## src/rtl/special_pkg.sv

```systemverilog
package special_pkg;

  // ==============================
  // Datapath and field widths
  // ==============================
  localparam int XLEN       = 64;
  localparam int IID_W      = 7;
  localparam int PREG_W     = 7;
  localparam int DREG_W     = 5;
  localparam int FUNC_W     = 5;
  localparam int EXPT_VEC_W = 5;
  localparam int OPCODE_W   = 32;

  // 20-bit signed immediate position in the opcode
  localparam int SI20_LSB = 5;
  localparam int SI20_MSB = 24;

  // Low bits cleared by pcalau12i
  localparam int PCALAU_ALIGN = 12;

  // ==============================
  // Function opcodes
  // ==============================
  typedef enum logic [FUNC_W-1:0] {
    FUNC_NOP       = 5'd0,
    FUNC_CPUFG     = 5'd2,
    FUNC_RDTIMEL   = 5'd3,
    FUNC_RDTIMEH   = 5'd4,
    FUNC_RDTIMED   = 5'd5,
    FUNC_PCADDI    = 5'd6,
    FUNC_PCALAU12I = 5'd7,
    FUNC_PCADDU12I = 5'd8,
    FUNC_PCADDU18I = 5'd9,
    FUNC_BREAK     = 5'd10,
    FUNC_DBGCALL   = 5'd11,
    FUNC_SYSCALL   = 5'd12,
    FUNC_ASRTLE    = 5'd14,
    FUNC_ASRTGT    = 5'd15
  } special_func_e;

  // ==============================
  // Exception vectors
  // ==============================
  localparam logic [EXPT_VEC_W-1:0] EXPT_VEC_ASRT    = 5'hA;
  localparam logic [EXPT_VEC_W-1:0] EXPT_VEC_SYSCALL = 5'hB;
  localparam logic [EXPT_VEC_W-1:0] EXPT_VEC_BREAK   = 5'hC;
  localparam logic [EXPT_VEC_W-1:0] EXPT_VEC_ILLEGAL = 5'hD;

  // Instruction fetch MMU faults carried in from decode
  localparam logic [EXPT_VEC_W-1:0] EXPT_VEC_IMMU_A = 5'h3;
  localparam logic [EXPT_VEC_W-1:0] EXPT_VEC_IMMU_B = 5'h5;
  localparam logic [EXPT_VEC_W-1:0] EXPT_VEC_IMMU_C = 5'h6;
  localparam logic [EXPT_VEC_W-1:0] EXPT_VEC_IMMU_D = 5'h8;
  localparam logic [EXPT_VEC_W-1:0] EXPT_VEC_IMMU_E = 5'hE;

endpackage

```

## src/rtl/special_ex1_stage.sv

```systemverilog
module special_ex1_stage (
  input  logic                                   ex1_ctrl_clk,
  input  logic                                   cpurst_b,
  input  logic                                   rf_sel,
  input  logic                                   flush,
  input  special_pkg::special_func_e             rf_func,
  input  logic [special_pkg::IID_W-1:0]          rf_iid,
  input  logic [special_pkg::OPCODE_W-1:0]       rf_opcode,
  input  logic [special_pkg::XLEN-1:0]           rf_pc,
  input  logic [special_pkg::XLEN-1:0]           rf_src0,
  input  logic [special_pkg::XLEN-1:0]           rf_src1,
  input  logic [special_pkg::PREG_W-1:0]         rf_dst_preg,
  input  logic                                   rf_expt_vld,
  input  logic [special_pkg::EXPT_VEC_W-1:0]     rf_expt_vec,
  input  logic                                   rf_high_hw_expt,
  output logic                                   ex1_inst_vld,
  output special_pkg::special_func_e             ex1_func,
  output logic [special_pkg::IID_W-1:0]          ex1_iid,
  output logic [special_pkg::OPCODE_W-1:0]       ex1_opcode,
  output logic [special_pkg::XLEN-1:0]           ex1_pc,
  output logic [special_pkg::XLEN-1:0]           ex1_src0,
  output logic [special_pkg::XLEN-1:0]           ex1_src1,
  output logic [special_pkg::PREG_W-1:0]         ex1_dst_preg,
  output logic                                   ex1_expt_vld,
  output logic [special_pkg::EXPT_VEC_W-1:0]     ex1_expt_vec,
  output logic                                   ex1_high_hw_expt
);

  import special_pkg::*;

  // ==============================
  // EX1 instruction valid
  // ==============================
  // Flush wins over a new select
  always_ff @(posedge ex1_ctrl_clk or negedge cpurst_b)
  begin
    if (!cpurst_b)
      ex1_inst_vld <= 1'b0;
    else if (flush)
      ex1_inst_vld <= 1'b0;
    else
      ex1_inst_vld <= rf_sel;
  end

  // ==============================
  // EX1 instruction fields
  // ==============================
  // Loaded only on select, held otherwise
  always_ff @(posedge ex1_ctrl_clk or negedge cpurst_b)
  begin
    if (!cpurst_b)
    begin
      ex1_func         <= FUNC_NOP;
      ex1_iid          <= '0;
      ex1_opcode       <= '0;
      ex1_pc           <= '0;
      ex1_src0         <= '0;
      ex1_src1         <= '0;
      ex1_dst_preg     <= '0;
      ex1_expt_vld     <= 1'b0;
      ex1_expt_vec     <= '0;
      ex1_high_hw_expt <= 1'b0;
    end
    else if (rf_sel)
    begin
      ex1_func         <= rf_func;
      ex1_iid          <= rf_iid;
      ex1_opcode       <= rf_opcode;
      ex1_pc           <= rf_pc;
      ex1_src0         <= rf_src0;
      ex1_src1         <= rf_src1;
      ex1_dst_preg     <= rf_dst_preg;
      ex1_expt_vld     <= rf_expt_vld;
      ex1_expt_vec     <= rf_expt_vec;
      ex1_high_hw_expt <= rf_high_hw_expt;
    end
  end

endmodule

```

## src/rtl/special_expt_gen.sv

```systemverilog
module special_expt_gen (
  input  special_pkg::special_func_e             ex1_func,
  input  logic [special_pkg::XLEN-1:0]           ex1_src0,
  input  logic [special_pkg::XLEN-1:0]           ex1_src1,
  input  logic                                   ex1_expt_vld,
  input  logic [special_pkg::EXPT_VEC_W-1:0]     ex1_expt_vec,
  output logic                                   expt_hit,
  output logic [special_pkg::EXPT_VEC_W-1:0]     expt_vec,
  output logic                                   immu_hit,
  output logic                                   illegal_hit
);

  import special_pkg::*;

  logic inst_nop;
  logic inst_break;
  logic inst_dbgcall;
  logic inst_syscall;
  logic inst_asrtle;
  logic inst_asrtgt;
  logic src_gt;
  logic asrt_fail;
  logic nop_expt;

  // ==============================
  // Function decode
  // ==============================
  assign inst_nop     = (ex1_func == FUNC_NOP);
  assign inst_break   = (ex1_func == FUNC_BREAK);
  assign inst_dbgcall = (ex1_func == FUNC_DBGCALL);
  assign inst_syscall = (ex1_func == FUNC_SYSCALL);
  assign inst_asrtle  = (ex1_func == FUNC_ASRTLE);
  assign inst_asrtgt  = (ex1_func == FUNC_ASRTGT);

  // ==============================
  // Bound-check asserts
  // ==============================
  // Sources compare as two's complement
  assign src_gt = $signed(ex1_src0) > $signed(ex1_src1);

  assign asrt_fail = (inst_asrtgt && !src_gt)
                  || (inst_asrtle && src_gt);

  // ==============================
  // Exception collection
  // ==============================
  // Decode-stage exception rides on a nop
  assign nop_expt = inst_nop && ex1_expt_vld;

  assign expt_hit = asrt_fail
                 || inst_break
                 || inst_dbgcall
                 || inst_syscall
                 || nop_expt;

  // dbgcall raises the exception but leaves the vector at zero
  always_comb
  begin
    if (asrt_fail)
      expt_vec = EXPT_VEC_ASRT;
    else if (inst_syscall)
      expt_vec = EXPT_VEC_SYSCALL;
    else if (inst_break)
      expt_vec = EXPT_VEC_BREAK;
    else if (nop_expt)
      expt_vec = ex1_expt_vec;
    else
      expt_vec = '0;
  end

  // Classification of the carried vector
  assign immu_hit = nop_expt
                 && (ex1_expt_vec inside {EXPT_VEC_IMMU_A, EXPT_VEC_IMMU_B,
                                          EXPT_VEC_IMMU_C, EXPT_VEC_IMMU_D,
                                          EXPT_VEC_IMMU_E});

  assign illegal_hit = nop_expt && (ex1_expt_vec == EXPT_VEC_ILLEGAL);

endmodule

```

## src/rtl/special_retire_merge.sv

```systemverilog
module special_retire_merge (
  input  logic                                   ex1_inst_vld,
  input  logic [special_pkg::OPCODE_W-1:0]       ex1_opcode,
  input  logic [special_pkg::IID_W-1:0]          ex1_iid,
  input  logic [special_pkg::PREG_W-1:0]         ex1_dst_preg,
  input  logic                                   ex1_high_hw_expt,
  input  logic [special_pkg::XLEN-1:0]           rslt_data,
  input  logic                                   rslt_vld,
  input  logic                                   expt_hit,
  input  logic [special_pkg::EXPT_VEC_W-1:0]     expt_vec,
  input  logic                                   immu_hit,
  input  logic                                   illegal_hit,
  output logic                                   inst_vld,
  output logic                                   abnormal,
  output logic                                   expt_vld,
  output logic [special_pkg::EXPT_VEC_W-1:0]     expt_vec_out,
  output logic                                   high_hw_expt,
  output logic                                   immu_expt,
  output logic [special_pkg::OPCODE_W-1:0]       mtval,
  output logic [special_pkg::IID_W-1:0]          iid,
  output logic                                   data_vld,
  output logic [special_pkg::XLEN-1:0]           data,
  output logic [special_pkg::PREG_W-1:0]         preg,
  output logic [special_pkg::DREG_W-1:0]         dreg
);

  import special_pkg::*;

  // ==============================
  // Complete bus
  // ==============================
  assign inst_vld     = ex1_inst_vld;
  assign expt_vld     = ex1_inst_vld && expt_hit;
  assign abnormal     = expt_vld;
  assign expt_vec_out = {EXPT_VEC_W{ex1_inst_vld}} & expt_vec;
  assign high_hw_expt = ex1_inst_vld && ex1_high_hw_expt;
  assign immu_expt    = ex1_inst_vld && immu_hit;
  assign iid          = ex1_iid;

  // Illegal instruction reports the raw opcode
  assign mtval = (ex1_inst_vld && illegal_hit) ? ex1_opcode : '0;

  // ==============================
  // Result bus
  // ==============================
  assign data_vld = ex1_inst_vld && rslt_vld;
  assign data     = rslt_data;
  assign preg     = ex1_dst_preg;
  assign dreg     = ex1_opcode[DREG_W-1:0];

endmodule

```

## src/rtl/special_rslt_calc.sv

```systemverilog
module special_rslt_calc (
  input  special_pkg::special_func_e         ex1_func,
  input  logic [special_pkg::XLEN-1:0]       ex1_pc,
  input  logic [special_pkg::OPCODE_W-1:0]   ex1_opcode,
  input  logic [special_pkg::XLEN-1:0]       timer,
  output logic [special_pkg::XLEN-1:0]       rslt_data,
  output logic                               rslt_vld
);

  import special_pkg::*;

  logic [XLEN-1:0] imm_sext;
  logic [XLEN-1:0] pc_offset;
  logic [XLEN-1:0] pc_sum;
  logic [XLEN-1:0] pc_rslt;
  logic [XLEN-1:0] timer_lo;
  logic [XLEN-1:0] timer_hi;

  // ==============================
  // PC-relative adds
  // ==============================
  // Sign-extend si20 from the opcode
  assign imm_sext = {{(XLEN - SI20_MSB + SI20_LSB - 1){ex1_opcode[SI20_MSB]}},
                     ex1_opcode[SI20_MSB:SI20_LSB]};

  // Immediate scaling per instruction
  always_comb
  begin
    case (ex1_func)
      FUNC_PCADDI:    pc_offset = imm_sext << 2;
      FUNC_PCALAU12I: pc_offset = imm_sext << PCALAU_ALIGN;
      FUNC_PCADDU12I: pc_offset = imm_sext << 12;
      FUNC_PCADDU18I: pc_offset = imm_sext << 18;
      default:        pc_offset = '0;
    endcase
  end

  assign pc_sum = ex1_pc + pc_offset;

  // pcalau12i drops the page offset after the add
  always_comb
  begin
    pc_rslt = pc_sum;
    if (ex1_func == FUNC_PCALAU12I)
      pc_rslt[PCALAU_ALIGN-1:0] = '0;
  end

  // ==============================
  // Timer and config reads
  // ==============================
  // Word reads are zero-extended
  assign timer_lo = XLEN'(timer[XLEN/2-1:0]);
  assign timer_hi = XLEN'(timer[XLEN-1:XLEN/2]);

  // Write-back select
  always_comb
  begin
    rslt_data = '0;
    rslt_vld  = 1'b1;
    case (ex1_func)
      FUNC_PCADDI, FUNC_PCALAU12I, FUNC_PCADDU12I, FUNC_PCADDU18I:
        rslt_data = pc_rslt;
      FUNC_RDTIMEL:
        rslt_data = timer_lo;
      FUNC_RDTIMEH:
        rslt_data = timer_hi;
      FUNC_RDTIMED:
        rslt_data = timer;
      // No config registers yet, reads as zero
      FUNC_CPUFG:
        rslt_data = '0;
      // Asserts write back zero
      FUNC_ASRTLE, FUNC_ASRTGT:
        rslt_data = '0;
      default:
      begin
        rslt_data = '0;
        rslt_vld  = 1'b0;
      end
    endcase
  end

endmodule

```

## src/rtl/special_unit.sv

```systemverilog
module special_unit (
  input  logic                                   ex1_ctrl_clk,
  input  logic                                   cpurst_b,
  input  logic                                   rf_sel,
  input  special_pkg::special_func_e             rf_func,
  input  logic [special_pkg::IID_W-1:0]          rf_iid,
  input  logic [special_pkg::OPCODE_W-1:0]       rf_opcode,
  input  logic [special_pkg::XLEN-1:0]           rf_pc,
  input  logic [special_pkg::XLEN-1:0]           rf_src0,
  input  logic [special_pkg::XLEN-1:0]           rf_src1,
  input  logic [special_pkg::PREG_W-1:0]         rf_dst_preg,
  input  logic                                   rf_expt_vld,
  input  logic [special_pkg::EXPT_VEC_W-1:0]     rf_expt_vec,
  input  logic                                   rf_high_hw_expt,
  input  logic [special_pkg::XLEN-1:0]           timer,
  input  logic                                   flush,
  output logic                                   inst_vld,
  output logic                                   abnormal,
  output logic                                   expt_vld,
  output logic [special_pkg::EXPT_VEC_W-1:0]     expt_vec_out,
  output logic                                   high_hw_expt,
  output logic                                   immu_expt,
  output logic [special_pkg::OPCODE_W-1:0]       mtval,
  output logic [special_pkg::IID_W-1:0]          iid,
  output logic                                   data_vld,
  output logic [special_pkg::XLEN-1:0]           data,
  output logic [special_pkg::PREG_W-1:0]         preg,
  output logic [special_pkg::DREG_W-1:0]         dreg
);

  import special_pkg::*;

  // EX1 stage fields
  logic                  ex1_inst_vld;
  special_func_e         ex1_func;
  logic [IID_W-1:0]      ex1_iid;
  logic [OPCODE_W-1:0]   ex1_opcode;
  logic [XLEN-1:0]       ex1_pc;
  logic [XLEN-1:0]       ex1_src0;
  logic [XLEN-1:0]       ex1_src1;
  logic [PREG_W-1:0]     ex1_dst_preg;
  logic                  ex1_expt_vld;
  logic [EXPT_VEC_W-1:0] ex1_expt_vec;
  logic                  ex1_high_hw_expt;

  // EX1 part results
  logic [XLEN-1:0]       rslt_data;
  logic                  rslt_vld;
  logic                  expt_hit;
  logic [EXPT_VEC_W-1:0] expt_vec;
  logic                  immu_hit;
  logic                  illegal_hit;

  // ==============================
  // RF to EX1 register
  // ==============================
  special_ex1_stage special_ex1_stage_inst (
    .ex1_ctrl_clk     (ex1_ctrl_clk),
    .cpurst_b         (cpurst_b),
    .rf_sel           (rf_sel),
    .flush            (flush),
    .rf_func          (rf_func),
    .rf_iid           (rf_iid),
    .rf_opcode        (rf_opcode),
    .rf_pc            (rf_pc),
    .rf_src0          (rf_src0),
    .rf_src1          (rf_src1),
    .rf_dst_preg      (rf_dst_preg),
    .rf_expt_vld      (rf_expt_vld),
    .rf_expt_vec      (rf_expt_vec),
    .rf_high_hw_expt  (rf_high_hw_expt),
    .ex1_inst_vld     (ex1_inst_vld),
    .ex1_func         (ex1_func),
    .ex1_iid          (ex1_iid),
    .ex1_opcode       (ex1_opcode),
    .ex1_pc           (ex1_pc),
    .ex1_src0         (ex1_src0),
    .ex1_src1         (ex1_src1),
    .ex1_dst_preg     (ex1_dst_preg),
    .ex1_expt_vld     (ex1_expt_vld),
    .ex1_expt_vec     (ex1_expt_vec),
    .ex1_high_hw_expt (ex1_high_hw_expt)
  );

  // ==============================
  // EX1 parts
  // ==============================
  special_rslt_calc special_rslt_calc_inst (
    .ex1_func   (ex1_func),
    .ex1_pc     (ex1_pc),
    .ex1_opcode (ex1_opcode),
    .timer      (timer),
    .rslt_data  (rslt_data),
    .rslt_vld   (rslt_vld)
  );

  special_expt_gen special_expt_gen_inst (
    .ex1_func     (ex1_func),
    .ex1_src0     (ex1_src0),
    .ex1_src1     (ex1_src1),
    .ex1_expt_vld (ex1_expt_vld),
    .ex1_expt_vec (ex1_expt_vec),
    .expt_hit     (expt_hit),
    .expt_vec     (expt_vec),
    .immu_hit     (immu_hit),
    .illegal_hit  (illegal_hit)
  );

  // Complete and result bus drive
  special_retire_merge special_retire_merge_inst (
    .ex1_inst_vld     (ex1_inst_vld),
    .ex1_opcode       (ex1_opcode),
    .ex1_iid          (ex1_iid),
    .ex1_dst_preg     (ex1_dst_preg),
    .ex1_high_hw_expt (ex1_high_hw_expt),
    .rslt_data        (rslt_data),
    .rslt_vld         (rslt_vld),
    .expt_hit         (expt_hit),
    .expt_vec         (expt_vec),
    .immu_hit         (immu_hit),
    .illegal_hit      (illegal_hit),
    .inst_vld         (inst_vld),
    .abnormal         (abnormal),
    .expt_vld         (expt_vld),
    .expt_vec_out     (expt_vec_out),
    .high_hw_expt     (high_hw_expt),
    .immu_expt        (immu_expt),
    .mtval            (mtval),
    .iid              (iid),
    .data_vld         (data_vld),
    .data             (data),
    .preg             (preg),
    .dreg             (dreg)
  );

endmodule

```

## config.mk

```make
export PLATFORM = sky130hd
export DESIGN_NAME = special_unit
export DESIGN_NICKNAME = d
export VERILOG_FILES = /design/src/rtl/special_pkg.sv /design/src/rtl/special_ex1_stage.sv /design/src/rtl/special_expt_gen.sv /design/src/rtl/special_retire_merge.sv /design/src/rtl/special_rslt_calc.sv /design/src/rtl/special_unit.sv
export SDC_FILE = /design/constraint.sdc
export NUM_CORES = 1
export LEC_CHECK = 0
export ABC_CLOCK_PERIOD_IN_PS = 6400
export BUFFER_PORTS_ARGS = -buffer_cell sky130_fd_sc_hd__buf_4
export CORE_MARGIN = 2
export CORE_UTILIZATION = 55
export DETAILED_ROUTE_END_ITERATION = 7
export HOLD_SLACK_MARGIN = 0.08
export PLACE_DENSITY = 0.82
export SYNTH_ARGS = -nofsm -noshare
export SYNTH_HDL_FRONTEND = slang
export SYNTH_HIERARCHICAL = 1
export SYNTH_SLANG_ARGS = --single-unit
```

## constraint.sdc

```tcl
create_clock -name ex1_ctrl_clk -period 6.4 [get_ports ex1_ctrl_clk]
set_input_delay 0.32 -clock ex1_ctrl_clk [delete_from_list [all_inputs] [get_ports ex1_ctrl_clk]]
set_output_delay 0.32 -clock ex1_ctrl_clk [all_outputs]
set_load 0.03 [all_outputs]
```

Yosys cells after proc, flatten, opt, wreduce, memory -nomap -nowiden
Index checks and enable logic that the tools add are counted.
{"block": "totals", "register_bits": 251, "latch_bits": 0, "mem_bits_rw": 0, "romBits": 0, "in_bits": 318, "output_inout_bits": 126, "wordCells": 64, "memories": 0}
{"block": "op_classes", "n_addsub": 1, "multipliers": 0, "div": 0, "order_cmp": 1, "eq_ne": 19, "shift": 0, "mux": 10, "bitwise_logic": 1, "reduce_logical": 21}
{"op": "case mux 64 bit (4 select lines)", "n": 1}
{"op": "case mux 64 bit (3 select lines)", "n": 1}
{"op": "adder 64 bit", "n": 1}
{"op": "greater-than comparator 64 bit", "n": 1}
{"op": "== test 5 x 4 -> 1 bit, second input constant", "n": 10}
{"op": "2-to-1 mux 32 bit", "n": 1}
{"op": "== test 5 x 3 -> 1 bit, second input constant", "n": 6}
{"op": "2-to-1 mux 5 bit", "n": 4}
{"op": "== test 5 x 2 -> 1 bit, second input constant", "n": 3}
{"op": "2-to-1 mux 12 bit", "n": 1}
{"op": "logical AND 1 bit", "n": 10}
{"op": "OR reduction 10 bit", "n": 1}
{"op": "bitwise AND 5 bit", "n": 1}
{"op": "logical NOT 5 bit", "n": 1}
{"op": "logical OR 1 bit", "n": 5}
{"op": "nonzero test 5 bit", "n": 1}
{"op": "OR reduction 4 bit", "n": 1}
{"op": "2-to-1 mux 1 bit", "n": 2}
{"op": "OR reduction 2 bit", "n": 1}
{"op": "logical NOT 1 bit", "n": 1}

Longest topological paths before layout
Gate-level depths: netlist (run 1).
{"block": "depth", "ltp_word": 9, "depth_mapped": 19, "depth_no_buf": 16}

Cells and area by module
The synthesis (run 1) kept the hierarchy.
{"module": "special_ex1_stage", "instances": 1, "cells_each": 530, "area_each_um2": 10089.7, "seq_area_each_um2": 6281.0}
{"module": "special_rslt_calc", "instances": 1, "cells_each": 812, "area_each_um2": 5156.2, "seq_area_each_um2": 0.0}
{"module": "special_expt_gen", "instances": 1, "cells_each": 263, "area_each_um2": 1874.3, "seq_area_each_um2": 0.0}
{"module": "special_retire_merge", "instances": 1, "cells_each": 133, "area_each_um2": 968.4, "seq_area_each_um2": 0.0}

Worst setup path before layout (run 1)
No wires, ideal clock.
{"block": "synth_timing", "path_kind": "register to output", "start": "register special_ex1_stage_inst.ex1_func[2]", "end": "output port data[53] (netlist name)", "arrival_ns": 4.382, "t_required_ns": 6.080, "slack_ns": 1.698, "path_stages_with_launch": 18, "path_buffers": 3, "cell_sequence": "dfrtp_1 -> nor2b_1 -> a21oi_1 -> nor2_1 -> clkbuf_1 -> and2_1 -> ha_1 -> clkbuf_1 -> a21o_1 -> a21o_1 -> a21o_1 -> nor2b_1 -> a211o_1 -> nor2_1 -> a21oi_1 -> or3_1 -> a32o_1 -> buf_4"}
{"block": "synth_between", "elab_chain_len": 5, "word_cells_on_any_way": 12, "cone_classes": "1 x add/sub; 7 x eq/ne; 2 x mux; 2 x reduce/logical"}
{"item": "start: declaration", "line_no": "special_ex1_stage.sv:17", "source": "output special_pkg::special_func_e ex1_func,"}
{"item": "start signal: assignment", "line_no": "special_ex1_stage.sv:66", "source": "ex1_func <= rf_func;"}
{"item": "== test 5 x 4 -> 1 bit or == test 5 x 3 -> 1 bit (tied branches)", "line_no": "special_rslt_calc.sv:29, special_rslt_calc.sv:60"}
{"item": "OR reduction 2 bit (no source line)"}
{"item": "case mux 64 bit (3 select lines)", "line_no": "special_rslt_calc.sv:29", "source": "case (ex1_func)"}
{"item": "adder 64 bit", "line_no": "special_rslt_calc.sv:38", "source": "assign pc_sum = ex1_pc + pc_offset;"}
{"item": "case mux 64 bit (4 select lines) *", "line_no": "special_rslt_calc.sv:60", "source": "case (ex1_func)"}
{"item": "end: declaration", "line_no": "special_unit.sv:26", "source": "output logic [special_pkg::XLEN-1:0] data,"}
Mark *: on every way between the ends. The rest lies on a longest branch, timed or not.

Worst setup path in the final report (run 1)
{"block": "layout_timing", "start": "register special_ex1_stage_inst.ex1_func[2]", "end": "output port data[61] (netlist name)"}
The elaborated chain is that of the path after synthesis.

==> flow_metrics.py, run 1 <==
metrics = {
    "cts": {
        "cts_buffers": 29,
        "cts_tree": "yes",
        "h-tree-depth": 1,
        "post_cts_buffers": 0,
        "clock_tree.root_cell": "clkbuf_16",
        "cts_num_sinks": 251,
        "cts.reportedPaths.clkPinSlew_ps": 60,
        "clock_path_buffers": 3,
        "clock_latency_ps": 560,
    },
    "yosys": {
        "synth_ff_type": "dfrtp_1",
        "seq_area_frac_synth_pct": 34.7,
        "synth_fp_nets": 2182,
        "yosysUniqueCellTypes": 82,
        "yosysWarningCount": 6,
        "synth_top_area_share_pct": 34.7,
        "synth-seq-cells": 251,
        "syn_avg_cell_area_sq_um": 10.4,
        "ys_async_sr_fraction_pct": 100,
        "synth-edff-count": 0,
        "synthMostInstantiatedCell": "dfrtp_1",
        "syn-cell-area_sq_um": 18100,
        "synthTopCellsByCount": "dfrtp_1 (251), mux2_4 (189), ha_1 (125), a21oi_1 (120)",
        "synthTopCellsByArea": "dfrtp_1 (35%), mux2_4 (16%), ha_1 (8.6%)",
        "syn_inst": 1738,
        "yosys.area.top_type": "dfrtp_1",
    },
    "placed_design": {
        "dp_hpwl_mm": 45.9,
        "dpl-instance-area_sq_um": 21000,
        "gp_congestion": 0.990,
        "dp.cells": 2467,
        "numPortBuffers": 443,
    },
    "run": {
        "maxCapViolations": 0,
    },
    "critical_path": {
        "endpoint": "data[61]",
        "required_ps": 6080,
        "reg2reg_to": "special_ex1_stage_inst/ex1_func[1]$_DFFE_PN0P_",
        "end_kind": "output port",
        "r2r_start": "special_ex1_stage_inst/ex1_func[1]$_DFFE_PN0P_",
        "r2r_slack_ps": 5270,
        "crit_type": "reg2out",
        "crit_arrival_ps": 5580,
        "setup.worst_path.start_class": "flop",
        "worstPathMaxFanout": 22,
        "critPathLaunch": "special_ex1_stage_inst/ex1_func[2]$_DFFE_PN0P_",
        "r2r_cells": 1,
    },
    "layout": {
        "fill_cells": 2016,
        "seqCellArea_sq_um": 6280,
        "layout-drive-gt1-share_pct": 34.7,
        "stdcell_count": 2779,
        "nets": 2752,
        "final_util_pct": 75.3,
        "multi_input_area_sq_um": 10300,
        "syn_to_final_growth_pct": 35.1,
        "fin_area_sq_um": 24400,
    },
    "floorplan": {
        "rows": 66,
        "io_pins": 444,
        "die-height_microns": 185,
        "coreArea_sq_um": 32500,
        "die_w_microns": 185,
        "start_util_pct": 55.7,
        "die_area_sq_um": 34400,
    },
    "global_routing": {
        "grt_antenna_before_repair": 13,
        "grt_usage_pct": 40.6,
        "grt_pass1_vias": 17800,
        "grt_max_degree": 174,
        "grt_pass1_wl_mm": 105,
        "grt-busiest-layer": "met2",
        "grt-ovfl-total": 0,
        "gr-usage-met3_pct": 8.79,
        "use_met1_pct": 45.9,
        "met2_usage_pct": 70.6,
    },
    "routing": {
        "dr.pass1.iters": 7,
        "ant_nets": 0,
        "num_vias": 16900,
        "drt-initial-drc-count": 1580,
        "routed_via_density": 6.07,
        "wl_per_cell_microns": 25.9,
        "drc": 0,
        "wl_mm": 71.9,
    },
    "power": {
        "p_per_area_nw_per_um2": 215,
        "p_leak_nw": 12.1,
        "ir_worst_vdd_mv": 0.243,
        "p_int_w": 0.00346,
        "p_sw_share_pct": 34.3,
        "p_switching_w": 0.00181,
        "seqPwrFrac_pct": 36.4,
        "p_comb_share_pct": 32.9,
        "clkPwrFrac_pct": 30.7,
    },
    "timing": {
        "worst_pin_slew_ps": 1140,
        "fin_crit_sh_pct": 92.1,
        "tns_ps": 0,
        "setup_viol": 0,
        "fmax_mhz": 170,
        "hold_viol": 0,
        "slew_violations": 0,
        "skew_ps": 0,
        "rsz0062_at_grt": "no",
        "finalCriticalPeriod_ps": 5900,
        "whs_ps": 316,
        "slew_headroom_pct": 23.9,
    },
    "hold_path": {
        "hold_path.class": "in2async",
    },
    "run_status": {
        "status": "completed",
    },
}
[placed cells by master, fill, tap and decap left out, types with 7 or more instances in the layout]
cell	instances
a21o_1	35
a21oi_1	120
a221o_1	12
a22o_1	10
a22oi_1	29
a31oi_1	8
and2_1	27
and3_1	12
and3_2	31
buf_4	453
clkbuf_1	8
clkbuf_16	29
clkbuf_8	7
dfrtp_1	251
diode_2	11
dlygate4sd3_1	252
ha_1	125
inv_1	102
mux2_2	61
mux2_4	189
nand2_1	102
nand2b_1	7
nand3_1	24
nand4_1	36
nor2_1	58
nor2b_1	8
nor3_1	20
nor4_1	7
o21a_1	12
o21ai_0	70
o21ai_1	29
o21bai_1	14
xnor2_1	31
xor2_1	20
[power groups by stage]
stage	clock [W]	combinational (W)	sequential (W)
6_report	0.00162	0.00173	0.00191
5_1_grt	0.00171	0.00182	0.00193
4_1_cts	0.00160	0.00163	0.00189
3_5_place_dp	0	0.00149	0.00191
3_3_place_gp	0	0.00146	0.00191
2_1_floorplan	0	0.00104	0.00185
[sequential cells by signal, indices dropped and copies added (netlist names)]
| signal | flops |
|---|---|
| special_ex1_stage_inst/ex1_opcode | 32 |
| special_ex1_stage_inst/ex1_src1 | 64 |
| special_ex1_stage_inst/ex1_dst_preg | 7 |
| special_ex1_stage_inst/ex1_pc | 64 |
| special_ex1_stage_inst/ex1_func | 5 |
| special_ex1_stage_inst/ex1_expt_vld | 1 |
| special_ex1_stage_inst/ex1_inst_vld | 1 |
| special_ex1_stage_inst/ex1_src0 | 64 |
| special_ex1_stage_inst/ex1_expt_vec | 5 |
| special_ex1_stage_inst/ex1_high_hw_expt | 1 |
| special_ex1_stage_inst/ex1_iid | 7 |
[per-stage QoR]
step                worst slack, ps  total power, W
floorplan                      1700         0.00289
global placement               1300         0.00337
detailed placement             1220         0.00340
CTS                             631         0.00512
global route                    252         0.00545
finish                          504         0.00527
[how the worst min path moves through the flow]
stage,from,endpoint,slack (ps),cells after the start
global placement,cpurst_b,special_ex1_stage_inst/ex1_pc[58]$_DFFE_PN0P_,320,1
CTS,cpurst_b,special_ex1_stage_inst/ex1_pc[50]$_DFFE_PN0P_,350,2
finish,cpurst_b,special_ex1_stage_inst/ex1_pc[50]$_DFFE_PN0P_,320,2
floorplan,cpurst_b,special_ex1_stage_inst/ex1_dst_preg[0]$_DFFE_PN0P_,20,0
detailed placement,cpurst_b,special_ex1_stage_inst/ex1_pc[50]$_DFFE_PN0P_,320,1
global route,cpurst_b,special_ex1_stage_inst/ex1_pc[50]$_DFFE_PN0P_,370,2
[cells by family (layout without fill, tap and decap cells)]
logic type	count (synthesis)	after routing	synth area share (%)
fa+ha+maj	126	126	8.76
flops	251	251	34.7
xor+xnor	51	51	2.47
buf+inv	272	860	8.41
other cells	0	11	0
mux	256	256	19.8
simple gates	378	378	11.3
compound gates	404	404	14.5
[metal layers]
metal  wire length, microns  vias up  share of wire [%]
li1                       -     7364                  -
met1                  26300     8135                 37
met2                  35000     1075                 49
met3                   5930      293                8.3
met4                   4620        4                6.4
met5                     31        -              0.043
[critical path: stages, from the launching register on]
cell,delay (ps)
dfrtp_1,530
nor2b_1,380
a21oi_1,150
nor2_1,130
buf_4,260
and2_1,780
ha_1,490
a21o_1,240
o21bai_1,180
a21o_1,180
a21o_1,170
a21o_1,190
a2111oi_0,740
and3_1,240
mux2i_1,60
nand2_1,100
buf_4,170
[cell type report]
| cell class | instances | area share (%) |
|---|---|---|
| Sequential cell | 251 | 25.7 |
| Timing Repair Buffer | 709 | 24.5 |
| Inverter | 102 | 1.57 |
| Antenna cell | 11 | 0.113 |
| Clock buffer | 44 | 3.49 |
| Tap cell | 442 | 2.26 |
| Multi-Input combinational cell | 1215 | 42.2 |
| Clock inverter | 5 | 0.164 |
[timing repair]
action / 4_1_cts / 5_1_grt
endpoints found under the hold margin: 329 / 0
gates resized for setup: 0 / 0
hold buffers: 252 / 0
Note: power is estimated with default switching activity, not from simulation.
==> inputs of run 2 (changes only) <==
- ABC_CLOCK_PERIOD_IN_PS: 6400 -> 6900
- clock period: 6.4 -> 6.9 ns (I/O delays scaled with it)
==> flow_metrics.py, run 2 (synthesized netlist as in run 1, its figures left out) <==
metrics = {
    "timing": {
        "final.setup.worst_slack_ps": 1090,
        "fmax_mhz": 172,
        "rsz0062_at_grt": "no",
        "worst_pin_slew_ps": 1130,
        "finalCriticalPeriod_ps": 5810,
        "fin_crit_sh_pct": 84.2,
        "tns_ps": 0,
        "skew_ps": 0,
        "setup_viol": 0,
        "hold_viol": 0,
        "slew_violations": 0,
        "slew_headroom_pct": 24.8,
    },
    "routing": {
        "dr.pass1.iters": 8,
        "wl_mm": 70.1,
        "ant_nets": 0,
        "wl_per_cell_microns": 25.2,
        "num_vias": 16900,
        "routed_via_density": 6.06,
        "drt-initial-drc-count": 1639,
        "drc": 1,
    },
    "layout": {
        "final_common_cell": "buf_4",
        "syn_to_final_growth_pct": 35.6,
        "nets": 2751,
        "seqCellArea_sq_um": 6280,
        "layout_common_cells": "buf_4 (452), dlygate4sd3_1 (252), dfrtp_1 (251)",
        "fill_cells": 2113,
        "layout-drive-gt1-share_pct": 34.8,
        "top_regs": "special_ex1_stage_inst/ex1_pc x64, special_ex1_stage_inst/ex1_src0 x64, special_ex1_stage_inst/ex1_src1 x64",
        "stdcell_count": 2784,
        "multi_input_area_sq_um": 10300,
        "fin_area_sq_um": 24500,
    },
    "critical_path": {
        "setup.worst_path.start_class": "flop",
        "crit_type": "reg2out",
        "required_ps": 6550,
        "end_kind": "output port",
        "r2r_start": "special_ex1_stage_inst/ex1_func[1]$_DFFE_PN0P_",
        "worstPathMaxFanout": 20,
        "crit_arrival_ps": 5470,
        "critPathLaunch": "special_ex1_stage_inst/ex1_func[2]$_DFFE_PN0P_",
    },
    "global_routing": {
        "grt_pass1_wl_mm": 104,
        "grt_max_degree": 182,
        "grt_usage_pct": 39.9,
        "grt_antenna_before_repair": 14,
        "grt-ovfl-total": 0,
        "grt_pass1_vias": 17600,
    },
    "cts": {
        "cts_num_sinks": 251,
        "cts_buffers": 29,
        "cts_resized": 0,
        "clock_latency_ps": 570,
        "hold_buffers": 252,
        "post_cts_buffers": 0,
        "clock_tree.root_cell": "clkbuf_16",
        "cts_tree": "yes",
        "cts.reportedPaths.clkPinSlew_ps": 60,
        "clock_path_buffers": 3,
        "h-tree-depth": 1,
    },
    "power": {
        "ir_worst_vdd_mv": 0.228,
        "p_leak_nw": 12.1,
        "p_per_area_nw_per_um2": 203,
        "total_power_w": 0.00499,
    },
    "placed_design": {
        "numPortBuffers": 443,
        "dp_hpwl_mm": 44.2,
        "pre_cts_slack_ps": 1770,
        "dpl-instance-area_sq_um": 21000,
        "gp_congestion": 0.994,
        "dp.cells": 2466,
    },
    "floorplan": {
        "coreArea_sq_um": 32500,
        "die_area_sq_um": 34400,
        "io_pins": 444,
        "die_w_microns": 185,
        "rows": 66,
        "die-height_microns": 185,
        "start_util_pct": 55.7,
    },
    "hold_path": {
        "hold_path.class": "in2async",
    },
    "run_status": {
        "violations": "DRC",
        "status": "complete, but fails checks",
    },
    "run": {
        "maxCapViolations": 0,
    },
}
-- run 2: cell count changes in the layout (fill, tap and decap cells not counted) --
cell        previous run  this run
buf_4                453       452
bufinv_16              0         2
clkbuf_1               8         7
clkinv_2               1         5
clkinv_4               1         2
clkinvlp_4             0         1
diode_2               11        12
inv_16                 0         1
inv_6                  3         0
-- run 2: critical path, cell delays in order (launching register included) --
cell	delay [ps]
dfrtp_1	520
nor2b_1	390
nand2b_1	180
nor3b_1	230
buf_4	270
and2_1	170
ha_1	170
inv_1	60
fa_1	400
nor2b_1	170
o211ai_1	120
a31o_2	290
o21ai_1	310
a211oi_1	180
o21ai_1	550
xnor2_1	200
o21ai_0	430
buf_4	250
-- run 2: layout make-up --
cell class              instances  share of cell area, %
diodes                         12                  0.122
clock buffers                  43                   3.46
clock inverters                11                  0.531
inverters                     102                   1.56
multi-input cells            1215                   42.0
flip-flops and latches        251                   25.6
well taps                     442                   2.26
repair buffers                708                   24.4
-- run 2: stage by stage --
step	hold slack [ps]	util (%)
after floorplan	49.4	-
after global placement	351	64.7
after detailed placement	359	64.7
after CTS	357	75.5
after global routing	398	75.6
final	360	75.6
-- run 2: path summary, 6_finish.rpt --
path	to	slack, ps	cells after the start
min reg2reg	special_ex1_stage_inst/ex1_opcode[26]$_DFFE_PN0P_	510	1
max in group asynchronous	special_ex1_stage_inst/ex1_opcode[21]$_DFFE_PN0P_	5130	3
min in group ex1_ctrl_clk	special_ex1_stage_inst/ex1_src0[36]$_DFFE_PN0P_	400	2
max	data[42]	1090	17
max reg2reg	special_ex1_stage_inst/ex1_func[1]$_DFFE_PN0P_	5740	1
min	special_ex1_stage_inst/ex1_pc[55]$_DFFE_PN0P_	360	2
-- run 2: metal layers --
metal	global-route usage (%)	wire (microns)	up-vias
met5	0	13	-
met4	26.7	5090	2
met3	9.08	5650	304
met2	68.4	34200	1052
met1	44.2	25200	8159
li1	-	-	7362
-- run 2: report_power, final --
group / total, W / internal (W) / switching (W)
logic: 0.00160 / 0.000742 / 0.000859
registers: 0.00177 / 0.00162 / 0.000151
clock network: 0.00161 / 0.000929 / 0.000685
total: 0.00499 / 0.00329 / 0.00170
==> inputs of run 3 (changes only) <==
- ABC_CLOCK_PERIOD_IN_PS: 6900 -> 5700
- clock period: 6.9 -> 5.7 ns (I/O delays scaled with it)
==> flow_metrics.py, run 3 (synthesized netlist as in run 1, its figures left out) <==
metrics = {
    "global_routing": {
        "grt-ovfl-total": 0,
        "grt_usage_pct": 40.7,
        "grt_pass1_vias": 17600,
        "grt_pass1_wl_mm": 105,
        "grt_antenna_before_repair": 10,
        "grt_max_degree": 141,
    },
    "timing": {
        "skew_ps": 0,
        "slew_violations": 0,
        "worst_pin_slew_ps": 1150,
        "rsz0062_at_grt": "no",
        "slew_headroom_pct": 23.6,
        "setup_viol": 0,
        "fmax_mhz": 186,
        "hold_viol": 0,
        "finalCriticalPeriod_ps": 5370,
        "tns_ps": 0,
        "fin_crit_sh_pct": 94.2,
    },
    "power": {
        "total_power_w": 0.00616,
        "ir_worst_vdd_mv": 0.284,
        "p_per_area_nw_per_um2": 250,
        "p_leak_nw": 12.2,
    },
    "layout": {
        "nets": 2754,
        "seqCellArea_sq_um": 6280,
        "fill_cells": 1998,
        "syn_to_final_growth_pct": 36.1,
        "final_common_cell": "buf_4",
        "layout-drive-gt1-share_pct": 35.3,
        "top_regs": "special_ex1_stage_inst/ex1_pc x64, special_ex1_stage_inst/ex1_src0 x64, special_ex1_stage_inst/ex1_src1 x64",
        "multi_input_area_sq_um": 10300,
        "layout_common_cells": "buf_4 (456), dlygate4sd3_1 (252), dfrtp_1 (250)",
    },
    "cts": {
        "clock_path_buffers": 3,
        "clock_latency_ps": 540,
        "h-tree-depth": 1,
        "cts_tree": "yes",
        "cts_buffers": 28,
        "cts_num_sinks": 251,
        "clock_tree.root_cell": "clkbuf_16",
        "cts.reportedPaths.clkPinSlew_ps": 70,
    },
    "placed_design": {
        "gp_congestion": 0.977,
        "dp_hpwl_mm": 45.5,
        "numPortBuffers": 443,
    },
    "floorplan": {
        "die_w_microns": 185,
        "coreArea_sq_um": 32500,
        "io_pins": 444,
        "die_area_sq_um": 34400,
        "rows": 66,
        "start_util_pct": 55.7,
        "die-height_microns": 185,
    },
    "hold_path": {
        "hold_path.class": "in2reg",
        "hold_depth": 2,
    },
    "routing": {
        "wl_mm": 71.7,
        "dr.pass1.iters": 6,
        "drc": 0,
        "drt-initial-drc-count": 1777,
        "num_vias": 16900,
        "routed_via_density": 6.07,
        "ant_nets": 0,
        "wl_per_cell_microns": 25.8,
    },
    "critical_path": {
        "crit_arrival_ps": 5080,
        "r2r_cells": 2,
        "required_ps": 5410,
        "end_kind": "output port",
        "setup.worst_path.start_class": "flop",
        "r2r_slack_ps": 4740,
        "crit_type": "reg2out",
        "worstPathMaxFanout": 19,
    },
    "run_status": {
        "status": "completed",
    },
    "run": {
        "maxCapViolations": 0,
    },
}
run 3: cell count changes in the layout (fill, tap and decap cells not counted), sizes merged:
cell	change
diode	-3
clkbuf	-4
clkinvlp	-1
buf	+4
bufinv	+3
inv	-1
run 3: area by class of cell:
type                       instances  share of cell area [%]
clock buffer                      39                    3.34
timing repair buffer             712                    24.4
multi-input combinational       1215                    42.0
sequential                       251                    25.5
inverter                         102                    1.56
antenna                            9                  0.0915
clock inverter                    12                   0.813
tap                              442                    2.25
run 3: worst paths after layout:
kind	endpoint	start
min	special_ex1_stage_inst/ex1_src0[39]$_DFFE_PN0P_	rf_sel
min reg2reg	special_ex1_stage_inst/ex1_opcode[25]$_DFFE_PN0P_	special_ex1_stage_inst/ex1_opcode[25]$_DFFE_PN0P_
max	data[59]	special_ex1_stage_inst/ex1_func[2]$_DFFE_PN0P_
min in group asynchronous	special_ex1_stage_inst/ex1_pc[59]$_DFFE_PN0P_	cpurst_b
max reg2reg	special_ex1_stage_inst/ex1_func[1]$_DFFE_PN0P_	special_ex1_stage_inst/ex1_func[1]$_DFFE_PN0P_
max in group asynchronous	special_ex1_stage_inst/ex1_func[2]$_DFFE_PN0P_	cpurst_b
run 3: routing by layer:
layer | up-vias | GRT usage, % | share of wire, %
met4 | 4 | 24.3 | 6.8
met3 | 295 | 8.51 | 8.6
met2 | 1133 | 70.4 | 49
met1 | 8110 | 46.1 | 36
li1 | 7355 | - | -
met5 | - | 0 | 0.033
run 3: worst max-delay path: stages (launching register included):
cell and delay, ps:
dfrtp_2 480, nand2b_1 210, nor2_1 160, a21oi_1 70, nor2_1 180, and2_1 810
ha_1 500, a21o_1 230, a31oi_1 320, o221a_2 250, o31ai_1 130, nor3_1 300
nor3_1 120, or3_1 330, a32o_1 270, buf_4 170
run 3: report_power, final:
| group | switching [W] | total [W] | internal, W |
|---|---|---|---|
| Sequential | 0.000183 | 0.00214 | 0.00196 |
| Clock | 0.000811 | 0.00204 | 0.00123 |
| Combinational | 0.00107 | 0.00197 | 0.000904 |
| Total | 0.00206 | 0.00616 | 0.00410 |
run 3: metrics by stage:
stage / area, sq um / hold slack, ps / instances / util [%] / setup slack, ps
2_1_floorplan: 18100 / -10.6 / 1738 / - / 1030
3_3_place_gp: 21000 / 409 / 2470 / 64.8 / 988
3_5_place_dp: 21000 / 416 / 2470 / 64.8 / 777
4_1_cts: 24600 / 349 / 2773 / 75.7 / 184
5_1_grt: 24600 / 353 / 2780 / 75.8 / 3.68
6_report: 24600 / 309 / 2782 / 75.8 / 333
run 3: timing repair:
action,CTS,global route
gates resized for setup,0,6
setup endpoints to repair,0,25
hold buffers,252,0
setup buffers,0,0
hold endpoints to repair,362,0
